$ cat config.mk
export PLATFORM = sky130hd
export DESIGN_NAME = pack_fifo_ctrl_flat
export DESIGN_NICKNAME = d
export VERILOG_FILES = /design/src/ram_geom_pkg.sv /design/src/fifo_ctrl_pkg.sv /design/src/ram_if.sv /design/src/pack_fifo_ctrl.sv /design/src/flat_wrapper.sv
export SDC_FILE = /design/constraint.sdc
export NUM_CORES = 1
export LEC_CHECK = 0
export BUFFER_PORTS_ARGS = -buffer_cell sky130_fd_sc_hd__buf_2
export CAP_MARGIN = 30
export CORE_ASPECT_RATIO = 0.6
export CORE_MARGIN = 2
export CORE_UTILIZATION = 42
export DETAILED_ROUTE_END_ITERATION = 16
export PLACE_DENSITY = 0.73
export SLEW_MARGIN = 30
export SYNTH_ARGS = -nofsm -noshare
export SYNTH_HDL_FRONTEND = slang
export SYNTH_SLANG_ARGS = --single-unit
export TNS_END_PERCENT = 5
$ cat constraint.sdc
create_clock -name clk -period 2.4 [get_ports clk]
set_input_delay 0.36 -clock clk [delete_from_list [all_inputs] [get_ports clk]]
set_output_delay 0.36 -clock clk [all_outputs]
set_load 0.02 [all_outputs]
$ cat src/ram_geom_pkg.sv
`default_nettype none

package ram_geom_pkg;

  // write side is one byte lane
  localparam int BYTE_W = 8;

  // read word holds 2**READ_SHIFT bytes
  localparam int READ_SHIFT = 1;
  localparam int WORD_W     = BYTE_W << READ_SHIFT;  // 16-bit halfword

  // byte address on the write port, word address on the read port
  localparam int ADDR_W_W = 10;
  localparam int ADDR_R_W = ADDR_W_W - READ_SHIFT;  // 9 bits, 512 words

endpackage

`default_nettype wire

$ cat src/fifo_ctrl_pkg.sv
`default_nettype none

package fifo_ctrl_pkg;

  // ring size in bytes, equals the byte address space of the ram
  localparam int CAPACITY = 1024;

  // level runs 0..CAPACITY inclusive, so one bit wider than the pointer
  localparam int LEVEL_W = $clog2(CAPACITY) + 1;  // 11 bits

  // the 10-bit byte write pointer and the 9-bit word read pointer
  // follow from CAPACITY and wrap naturally at the top

endpackage

`default_nettype wire

$ cat src/ram_if.sv
`timescale 1ns/1ps
`default_nettype none

interface ram_if
  import ram_geom_pkg::*;
();

  logic                write_enable;
  logic [ADDR_W_W-1:0] address_w;  // byte address
  logic [BYTE_W-1:0]   data_in;
  logic [ADDR_R_W-1:0] address_r;  // word address
  logic [WORD_W-1:0]   data_out;   // registered, one cycle after address_r

  modport ctrl (
    output write_enable,
    output address_w,
    output data_in,
    output address_r,
    input  data_out
  );

  modport mem (
    input  write_enable,
    input  address_w,
    input  data_in,
    input  address_r,
    output data_out
  );

endinterface

`default_nettype wire

$ cat src/pack_fifo_ctrl.sv
`timescale 1ns/1ps
`default_nettype none

module pack_fifo_ctrl
  import ram_geom_pkg::*;
  import fifo_ctrl_pkg::*;
(
  input  logic               clk,
  input  logic               arst_n,

  input  logic               wr_valid,
  input  logic [BYTE_W-1:0]  wr_data,

  input  logic               rd_req,
  output logic               rd_valid,
  output logic [WORD_W-1:0]  rd_data,

  output logic [LEVEL_W-1:0] level,
  output logic               full,
  output logic               overflow,
  output logic               underflow,

  ram_if.ctrl                ram
);

  logic [ADDR_W_W-1:0] wr_ptr;  // next byte slot
  logic [ADDR_R_W-1:0] rd_ptr;  // next word to read
  logic [LEVEL_W-1:0]  level_next;

  logic wr_accept;
  logic rd_ok;
  logic rd_accept;

  // acceptance decided from the registered level
  assign full      = (level == LEVEL_W'(CAPACITY));
  assign rd_ok     = (level >= LEVEL_W'(2**READ_SHIFT));  // a whole word stored
  assign wr_accept = wr_valid && !full;
  assign rd_accept = rd_req && rd_ok;

  // write +1, read -2, both -1
  always_comb begin
    level_next = level;
    if (wr_accept)
      level_next = level_next + LEVEL_W'(1);
    if (rd_accept)
      level_next = level_next - LEVEL_W'(2**READ_SHIFT);
  end

  always_ff @(posedge clk or negedge arst_n) begin
    if (!arst_n) begin
      level <= '0;
    end else begin
      level <= level_next;
    end
  end

  // pointers wrap at the top of their address range
  always_ff @(posedge clk or negedge arst_n) begin
    if (!arst_n) begin
      wr_ptr <= '0;
    end else if (wr_accept) begin
      wr_ptr <= wr_ptr + ADDR_W_W'(1);
    end
  end

  always_ff @(posedge clk or negedge arst_n) begin
    if (!arst_n) begin
      rd_ptr <= '0;
    end else if (rd_accept) begin
      rd_ptr <= rd_ptr + ADDR_R_W'(1);
    end
  end

  // ram samples rd_ptr on the request edge so data_out lines up with rd_valid
  always_ff @(posedge clk or negedge arst_n) begin
    if (!arst_n) begin
      rd_valid <= 1'b0;
    end else begin
      rd_valid <= rd_accept;
    end
  end

  // sticky until reset
  always_ff @(posedge clk or negedge arst_n) begin
    if (!arst_n) begin
      overflow  <= 1'b0;
      underflow <= 1'b0;
    end else begin
      if (wr_valid && full)
        overflow <= 1'b1;   // byte dropped
      if (rd_req && !rd_ok)
        underflow <= 1'b1;  // request ignored
    end
  end

  assign ram.write_enable = wr_accept;
  assign ram.address_w    = wr_ptr;
  assign ram.data_in      = wr_data;
  assign ram.address_r    = rd_ptr;

  // earlier byte sits in the low lane already
  assign rd_data = rd_valid ? ram.data_out : '0;

endmodule

`default_nettype wire

$ cat src/flat_wrapper.sv
// flat-port wrapper written by rule: the top's interface ports become plain ports
module pack_fifo_ctrl_flat import ram_geom_pkg::*; import fifo_ctrl_pkg::*;
  (clk, arst_n, wr_valid, wr_data, rd_req, rd_valid, rd_data, level, full, overflow, underflow, ram_write_enable, ram_address_w, ram_data_in, ram_address_r, ram_data_out);
  ram_if ram_i ();
  input  logic clk;
  input  logic arst_n;
  input  logic wr_valid;
  input  logic [BYTE_W-1:0] wr_data;
  input  logic rd_req;
  output logic rd_valid;
  output logic [WORD_W-1:0] rd_data;
  output logic [LEVEL_W-1:0] level;
  output logic full;
  output logic overflow;
  output logic underflow;
  output wire logic [$bits(ram_i.write_enable)-1:0] ram_write_enable;
  output wire logic [$bits(ram_i.address_w)-1:0] ram_address_w;
  output wire logic [$bits(ram_i.data_in)-1:0] ram_data_in;
  output wire logic [$bits(ram_i.address_r)-1:0] ram_address_r;
  input wire logic [$bits(ram_i.data_out)-1:0] ram_data_out;
  assign ram_write_enable = ram_i.write_enable;
  assign ram_address_w = ram_i.address_w;
  assign ram_data_in = ram_i.data_in;
  assign ram_address_r = ram_i.address_r;
  assign ram_i.data_out = ram_data_out;
  pack_fifo_ctrl u_core (.clk(clk), .arst_n(arst_n), .wr_valid(wr_valid), .wr_data(wr_data), .rd_req(rd_req), .rd_valid(rd_valid), .rd_data(rd_data), .level(level), .full(full), .overflow(overflow), .underflow(underflow), .ram(ram_i));
endmodule
==> reports/qor.yml, run 1 <==
status:
  status: "finished clean"
timing:
  fin_crit_sh_pct: 94.68
  tightestPinTransition_ns: 0.7509
  max_slew_margin_pct: 49.94
  setup_tns_ns: 0
  drv_slew: 0
  min_period_ns: 2.272
  hold_violations: 0
  fin_skew_ns: 0.008325
  clock.fmax_mhz: 440.1
  final-setup-viol-count: 0
global_route:
  grt_pass1_wl_mm: 7.500
  grt_use_total_pct: 18.29
  grt_antenna_before_repair: 0
  overflow: 0
  grt_pass1_vias: 1499
  grt_max_degree: 34
clock_network:
  cts_resized: 0
  clock-root-buffer: "clkbuf_8"
  numCtsBuffers: 5
  cts_sinks: 33
  tritoncts: "done"
  htreeDepth: 2
  cts_buffer_depth: 2
  postCtsHoldBufs: 0
  clock_latency_ns: 0.28
  clk_pin_slew_ns: 0.07
synthesis:
  syn_inst: 192
  synth_seq_area_share_pct: 42.07
  synth_top_area_share_pct: 42.07
  synth_seq_cells: 33
  synthTopCellsByArea: "dfrtp_1, xnor2_1, xor2_1, and2_1, ha_1"
  netlist-cell-type-count: 39
  syn-cell-area_um2: 1963
  yosysWarningCount: 0
  yosys.area.top_type: "dfrtp_1"
  syn_nets: 226
  avgSynthCellArea_um2: 10.22
routing:
  routed_via_density: 5.006
  antenna_left: 0
  drc: 0
  drtIter0Drc: 80
  dr.pass1.iters: 4
  num_vias: 1662
  routedWlPerCell_um: 14.08
  routed_wl_mm: 4.674
floorplan:
  start_util_pct: 43.24
  row_count: 19
  fp.dieW_um: 92.26
  io_pins: 87
  die_h_um: 56.96
  core_region_area_um2: 4541
  dieArea_um2: 5255
finish:
  diodes: 0
  drive_gt1_share_pct: 38.29
  layout_commonest_cell: "buf_2"
  final_cell_area_um2: 2480
  area_growth_pct: 26.32
  layout_common_cells: "buf_2, dfrtp_1, nand2_1, xnor2_1, and2_1"
  nNetsFinal: 302
  fillers: 427
setup_path:
  rr_startpoint: "u_core.level[3]"
  path_class: "reg -> reg"
  rrSetupSlack_ns: 0.13
  crit_fanout: 3
  worstReg2RegEnd: "u_core.level[7]"
  critPathArrivalTime_ns: 2.48
  required_ns: 2.61
  end_kind: "flip-flop"
  cp-start-kind: "flip-flop"
  worstRegToRegCells: 8
pwr:
  p_int_w: 0.001619
  p_switching_w: 0.001413
  peakVddDrop_uv: 664.5
  switching_share_pct: 46.60
  pwr-share-comb_pct: 52.2
  clockPowerShare_pct: 13.5
  seqPwrFrac_pct: 34.3
  p_leak_nw: 1.299
  power.density_nw_per_um2: 1223
placement:
  place_congestion: 0.8845
  dp_hpwl_mm: 3.547
  portBuffers: 70
  post_dp_cell_area_um2: 2390
min_path:
  hold_class: "in -> async"
run:
  drv_cap: 0
-- worst max-delay path, cell delays in order (launching register included) --
cell	delay, ns
dfrtp_2	0.42
nor4_4	0.35
a41o_1	0.30
mux2i_4	0.27
ha_2	0.20
o211ai_1	0.17
mux2i_1	0.16
a21oi_1	0.17
xor2_1	0.16
-- state kept, by name (all words and copies together) (netlist names) --
signal                flops
u_core.level             11
u_core.ram.address_w     10
u_core.ram.address_r      9
u_core.overflow           1
u_core.rd_valid           1
u_core.underflow          1
-- per-stage QoR --
stage | power [W] | util, % | worst slack [ns] | instances | hold WS [ns]
CTS | 0.003036 | 54.45 | 0.09808 | 331 | 0.1697
floorplan | 0.002108 | - | -0.01163 | 192 | 0.06441
finish | 0.003032 | 54.62 | 0.1277 | 332 | 0.1415
global placement | 0.002593 | 52.63 | 0.2156 | 323 | 0.4397
global route | 0.003247 | 54.62 | -0.001780 | 332 | 0.2010
detailed placement | 0.002621 | 52.63 | 0.1209 | 323 | 0.4388
-- how the worst max path moves through the flow --
stage / from / end / slack [ns] / cells past startpoint
after floorplan: u_core.level[4] / u_core.level[7] / -0.01 / 10
after global placement: u_core.level[8] / u_core.level[7] / 0.22 / 8
after detailed placement: u_core.level[8] / u_core.level[7] / 0.12 / 8
after CTS: u_core.level[8] / u_core.level[7] / 0.1 / 8
after global routing: u_core.level[3] / u_core.level[7] / -0.002 / 8
final: u_core.level[3] / u_core.level[7] / 0.13 / 8
-- cells by family (layout without fill, tap and decap cells) --
family	Yosys count	in the layout	share of synthesized area (%)
simple gates	75	75	21.73
flops	33	33	42.06
xor+xnor	32	32	14.28
buf+inv	23	100	7.775
compound gates	19	19	7.585
fa+ha+maj	6	6	3.824
mux	4	4	2.741
-- power groups by stage --
stage	Clock, W	Sequential, W	Combinational [W]
after floorplan	0	0.00130	0.000812
after global placement	0	0.00103	0.00156
after detailed placement	0	0.00105	0.00158
after CTS	0.000417	0.00104	0.00158
after global routing	0.000444	0.00108	0.00172
final	0.000410	0.00104	0.00158
-- synthesized netlist by cell type --
cell type  number
mux2i_4         1
a32oi_1         1
buf_8           1
o211a_1         1
inv_1           6
buf_4           8
and3_1          7
a31oi_1         3
o211ai_1        2
nand3_1         9
clkbuf_1        1
a21oi_1         3
nor3_1          4
buf_2           2
nor4_2          2
a41o_1          2
a21o_1          1
nand2_1        20
nand4_1         4
mux2i_1         2
mux2_1          1
a211oi_1        1
o21ai_0         2
o41ai_2         1
nor3b_2         1
nor4_1          1
and2_1         16
dfrtp_1        33
xor2_1         12
or3_1           1
nand4b_4        1
buf_6           3
inv_2           2
xnor2_1        20
ha_1            6
nor2_1          7
a41o_2          1
a31o_1          1
and4_1          2
-- final cells by class --
type	count	area (µm²)	share of cell area [%]
clock buffers	6	72.57	2.926
clock inverters	2	10.01	0.4036
inverters	8	30.03	1.211
multi-input cells	136	1005	40.51
flip-flops and latches	33	828.3	33.40
well taps	63	78.83	3.179
repair buffers	84	455.4	18.37
-- layer usage --
layer | track usage, % | vias up | part of all wire, %
li1 | - | 797 | -
met1 | 28.03 | 776 | 50
met2 | 25.84 | 87 | 39
met3 | 5.548 | 2 | 11
met4 | 3.198 | 0 | 0.41
met5 | 0 | - | 0
-- repair_timing --
action,CTS,global route
setup endpoints to repair,0,1
endpoints found under the hold margin,0,0
buffers inserted,0,1
Note: power is estimated with default switching activity, not from simulation.
==> run 2, diff against run 1 <==
--- a/config.mk
+++ b/config.mk
@@ -8,9 +8,10 @@
 export BUFFER_PORTS_ARGS = -buffer_cell sky130_fd_sc_hd__buf_2
 export CAP_MARGIN = 30
 export CORE_ASPECT_RATIO = 0.6
-export CORE_MARGIN = 2
+export CORE_MARGIN = 8
 export CORE_UTILIZATION = 42
 export DETAILED_ROUTE_END_ITERATION = 16
+export GPL_TIMING_DRIVEN = 0
 export PLACE_DENSITY = 0.73
 export SLEW_MARGIN = 30
 export SYNTH_ARGS = -nofsm -noshare
==> reports/qor.yml, run 2 (synthesis results as in run 1) <==
status:
  status: "finished clean"
clock_network:
  tritoncts: "done"
  cts_sinks: 33
  cts_buffer_depth: 2
  postCtsHoldBufs: 0
  htreeDepth: 2
  clk_pin_slew_ns: 0.07
  clock_latency_ns: 0.28
  clock-root-buffer: "clkbuf_8"
  numCtsBuffers: 5
setup_path:
  required_ns: 2.60
  worstReg2RegEnd: "u_core.level[7]"
  crit_fanout: 5
  path_delay_family: "compound AO/OA/AOI/OAI gates"
  slowest_delay_ns: 0.45
  path_cells: "nor4_4 > a41o_1 > buf_6 > mux2i_4 > ha_2 > o211ai_1 > mux2i_1 > a21oi_1 > xor2_1"
  rr_startpoint: "u_core.level[8]"
  rrSetupSlack_ns: 0.09
  cp-start-kind: "flip-flop"
  worstRegToRegCells: 9
  end_kind: "flip-flop"
  cp_num_buf_inv: 1
  critPathSlowestCell: "dfrtp_2"
  path_class: "reg -> reg"
  critPathArrivalTime_ns: 2.51
routing:
  routed_wl_mm: 5.021
  antenna_left: 0
  drc: 0
  routed_via_density: 4.842
  dr.pass1.iters: 4
  routedWlPerCell_um: 14.39
  drtIter0Drc: 85
  num_vias: 1690
floorplan:
  core_region_area_um2: 4541
  fp.dieW_um: 104.3
  start_util_pct: 43.24
  io_pins: 87
  dieArea_um2: 7189
  die_h_um: 68.96
  row_count: 19
finish:
  fillers: 398
  fin_cells: 349
  nNetsFinal: 319
  layout_commonest_cell: "buf_2"
  diodes: 0
  largest_register_ff_count: 11
  layout_common_cells: "buf_2, dfrtp_1, xnor2_1"
  regMostFlops: "u_core.level"
  drive_gt1_share_pct: 44.41
  area_growth_pct: 34.48
timing:
  max_slew_margin_pct: 50.30
  min_period_ns: 2.313
  hold_violations: 0
  hold_ws_ns: 0.1468
  rsz0062_at_grt: "yes"
  fin_crit_sh_pct: 96.39
  fin_skew_ns: 0.004225
  tightestPinTransition_ns: 0.7455
  final-setup-viol-count: 0
  drv_slew: 0
  fin_ws_ns: 0.08672
  clock.fmax_mhz: 432.3
global_route:
  grt_antenna_before_repair: 0
  overflow: 0
  grt_use_total_pct: 14.14
  grt_pass1_wl_mm: 8.259
  grt_max_degree: 34
  grt_pass1_vias: 1657
placement:
  dp_hpwl_mm: 3.967
  portBuffers: 78
  placedCellCount: 333
  pre_cts_ws_ns: -0.2514
  place_congestion: 0.8449
min_path:
  hold_class: "in -> async"
pwr:
  power.total_w: 0.003172
  power.density_nw_per_um2: 1202
  peakVddDrop_uv: 833.7
  p_leak_nw: 1.381
run:
  drv_cap: 0
run 2: cell types whose count changed in the layout (fill, tap and decap cells not counted), moves of 2 or more:
cell      before  now
dfrtp_2        2    8
buf_2         70   80
clkinv_2       2    0
buf_4         14   18
dfrtp_1       31   25
run 2: cell type report:
class	instances	area (µm²)	share of cell area, %
Clock buffer	7	86.33	3.270
Multi-Input combinational cell	136	1013	38.39
Tap cell	63	78.83	2.986
Timing Repair Buffer	88	465.4	17.63
Buffer	13	100.1	3.791
Sequential cell	33	835.8	31.66
Clock inverter	1	30.03	1.137
Inverter	8	30.03	1.137
run 2: what timing repair did:
item | in CTS | in global routing
pin swaps | 3 | 5
gates resized for setup | 1 | 7
buffers inserted | 5 | 5
setup endpoints to repair | 4 | 4
hold endpoints to repair | 0 | 0
run 2: through the flow:
step	TNS, ns	cell area, µm²	util [%]
finish	0	2640	58.14
global route	-0.05523	2640	58.14
CTS	-0.009073	2604	57.34
detailed placement	-0.3335	2455	54.06
global placement	-0.2774	2455	54.06
floorplan	-0.01163	1986	-
run 2: routing by layer:
metal	up-vias	routed length, µm	track usage, %
met1	785	2527	18.50
li1	830	-	-
met5	-	0	0
met3	5	473	6.122
met2	70	1994	21.09
met4	0	25	3.578
run 2: how the worst max path moves through the flow:
stage,startpoint,end,cells after the start
floorplan,u_core.level[4],u_core.level[7],10
global placement,u_core.level[2],u_core.level[7],9
detailed placement,u_core.level[2],u_core.level[7],9
CTS,u_core.level[3],u_core.level[7],9
global route,u_core.level[8],u_core.level[7],9
finish,u_core.level[8],u_core.level[7],9
run 2: power by group:
group / switching, W / leakage (nW) / internal, W
Clock: 0.000196 / 0.0585 / 0.000338
Sequential: 0.000339 / 0.405 / 0.000788
Combinational: 0.000858 / 0.918 / 0.000654
==> run 3, diff against run 2 <==
--- a/config.mk
+++ b/config.mk
@@ -13,6 +13,7 @@
 export DETAILED_ROUTE_END_ITERATION = 16
 export GPL_TIMING_DRIVEN = 0
 export PLACE_DENSITY = 0.73
+export SETUP_SLACK_MARGIN = 0.5
 export SLEW_MARGIN = 30
 export SYNTH_ARGS = -nofsm -noshare
 export SYNTH_HDL_FRONTEND = slang
==> reports/qor.yml, run 3 (synthesis results as in run 1) <==
global_route:
  grt_use_total_pct: 14.49
  overflow: 0
  grt_pass1_wl_mm: 8.438
  grt_antenna_before_repair: 0
  grt_max_degree: 34
  grt_pass1_vias: 1698
timing:
  min_period_ns: 2.292
  hold_ws_ns: 0.1485
  clock.fmax_mhz: 436.3
  tightestPinTransition_ns: 0.7534
  rsz0062_at_grt: "yes"
  fin_ws_ns: 0.1079
  max_slew_margin_pct: 49.78
  fin_skew_ns: 0.002487
  fin_crit_sh_pct: 95.50
  hold_violations: 0
  final-setup-viol-count: 0
  drv_slew: 0
clock_network:
  clock-root-buffer: "clkbuf_8"
  tritoncts: "done"
  clk_pin_slew_ns: 0.07
  clock_latency_ns: 0.27
  cts_sinks: 33
  htreeDepth: 2
  numCtsBuffers: 5
  postCtsHoldBufs: 0
  cts_buffer_depth: 2
floorplan:
  die_h_um: 68.96
  row_count: 19
  core_region_area_um2: 4541
  dieArea_um2: 7189
  io_pins: 87
  start_util_pct: 43.24
  fp.dieW_um: 104.3
setup_path:
  cp-start-kind: "flip-flop"
  rrSetupSlack_ns: 0.11
  slowest_delay_ns: 0.40
  critPathArrivalTime_ns: 2.50
  cp_num_buf_inv: 2
  crit_fanout: 3
  path_delay_family: "compound AO/OA/AOI/OAI gates"
  critPathSlowestCell: "dfrtp_1"
  path_cells: "buf_8 > nor4_4 > a41o_1 > buf_6 > mux2i_4 > ha_2 > o211ai_1 > mux2i_1 > a21oi_1 > xor2_1"
  path_class: "reg -> reg"
  end_kind: "flip-flop"
  required_ns: 2.60
finish:
  drive_gt1_share_pct: 47.57
  multiInputGateArea_um2: 1057
  regArea_um2: 833.3
  regMostFlops: "u_core.level"
  diodes: 0
  nNetsFinal: 321
  layout_commonest_cell: "buf_2"
  layout_common_cells: "buf_2, dfrtp_1, xnor2_1, buf_4, nand2_1"
  largest_register_ff_count: 11
  area_growth_pct: 38.18
  fillers: 392
pwr:
  power.density_nw_per_um2: 1210
  peakVddDrop_uv: 795.7
  p_leak_nw: 1.397
routing:
  antenna_left: 0
  drc: 0
  drtIter0Drc: 92
  routed_wl_mm: 5.207
  num_vias: 1730
  routed_via_density: 4.929
  dr.pass1.iters: 4
  routedWlPerCell_um: 14.83
placement:
  dp_hpwl_mm: 3.967
  place_congestion: 0.8449
  pre_cts_ws_ns: -0.2514
  portBuffers: 78
min_path:
  hold_class: "in -> async"
status:
  status: "finished clean"
run:
  drv_cap: 0
## run 3: path summary, 6_finish.rpt
kind | from | endpoint | cells past startpoint
worst max-delay path | u_core.level[6] | u_core.level[7] | 10
worst min-delay path | arst_n | u_core.ram.address_w[3] | 1
worst max register to register | u_core.level[6] | u_core.level[7] | 10
worst min register to register | u_core.underflow | u_core.underflow | 1
max in group asynchronous | arst_n | u_core.level[5] | 1
min in group clk | rd_req | u_core.underflow | 2
## run 3: where the power goes
part	total, W	switching (W)	internal [W]
Clock	0.000534	0.000195	0.000338
Sequential	0.00109	0.000306	0.000783
Combinational	0.00166	0.000947	0.000713
## run 3: cell type report
class | instances | area share (%)
well taps | 63 | 2.906
flip-flops and latches | 33 | 30.72
repair buffers | 88 | 17.48
multi-input cells | 136 | 38.98
inverters | 8 | 1.107
plain buffers | 15 | 4.520
clock buffers | 7 | 3.183
clock inverters | 1 | 1.107
## run 3: per-layer routing
metal / vias to the layer above / part of all wire, % / track usage [%]
met5: - / 0 / 0
met4: 0 / 0.48 / 3.578
met3: 5 / 9.4 / 6.122
met2: 82 / 41 / 21.88
met1: 804 / 49 / 18.89
li1: 839 / - / -
## run 3: stage by stage
step	cell area, µm²	total power (W)	cells	setup TNS (ns)	utilization [%]
6_report	2713	0.003282	351	0	59.74
5_1_grt	2713	0.003516	351	-0.04023	59.74
4_1_cts	2653	0.003233	351	0	58.42
3_5_place_dp	2455	0.002581	333	-0.3335	54.06
3_3_place_gp	2455	0.002539	333	-0.2774	54.06
2_1_floorplan	1986	0.002108	192	-0.01163	-
## run 3: repair_timing
item	CTS	global route
pin swaps	3	7
cloned	0	0
hold endpoints to repair	0	0
gates resized for setup	1	21
buffers inserted	10	0
setup endpoints to repair	21	28
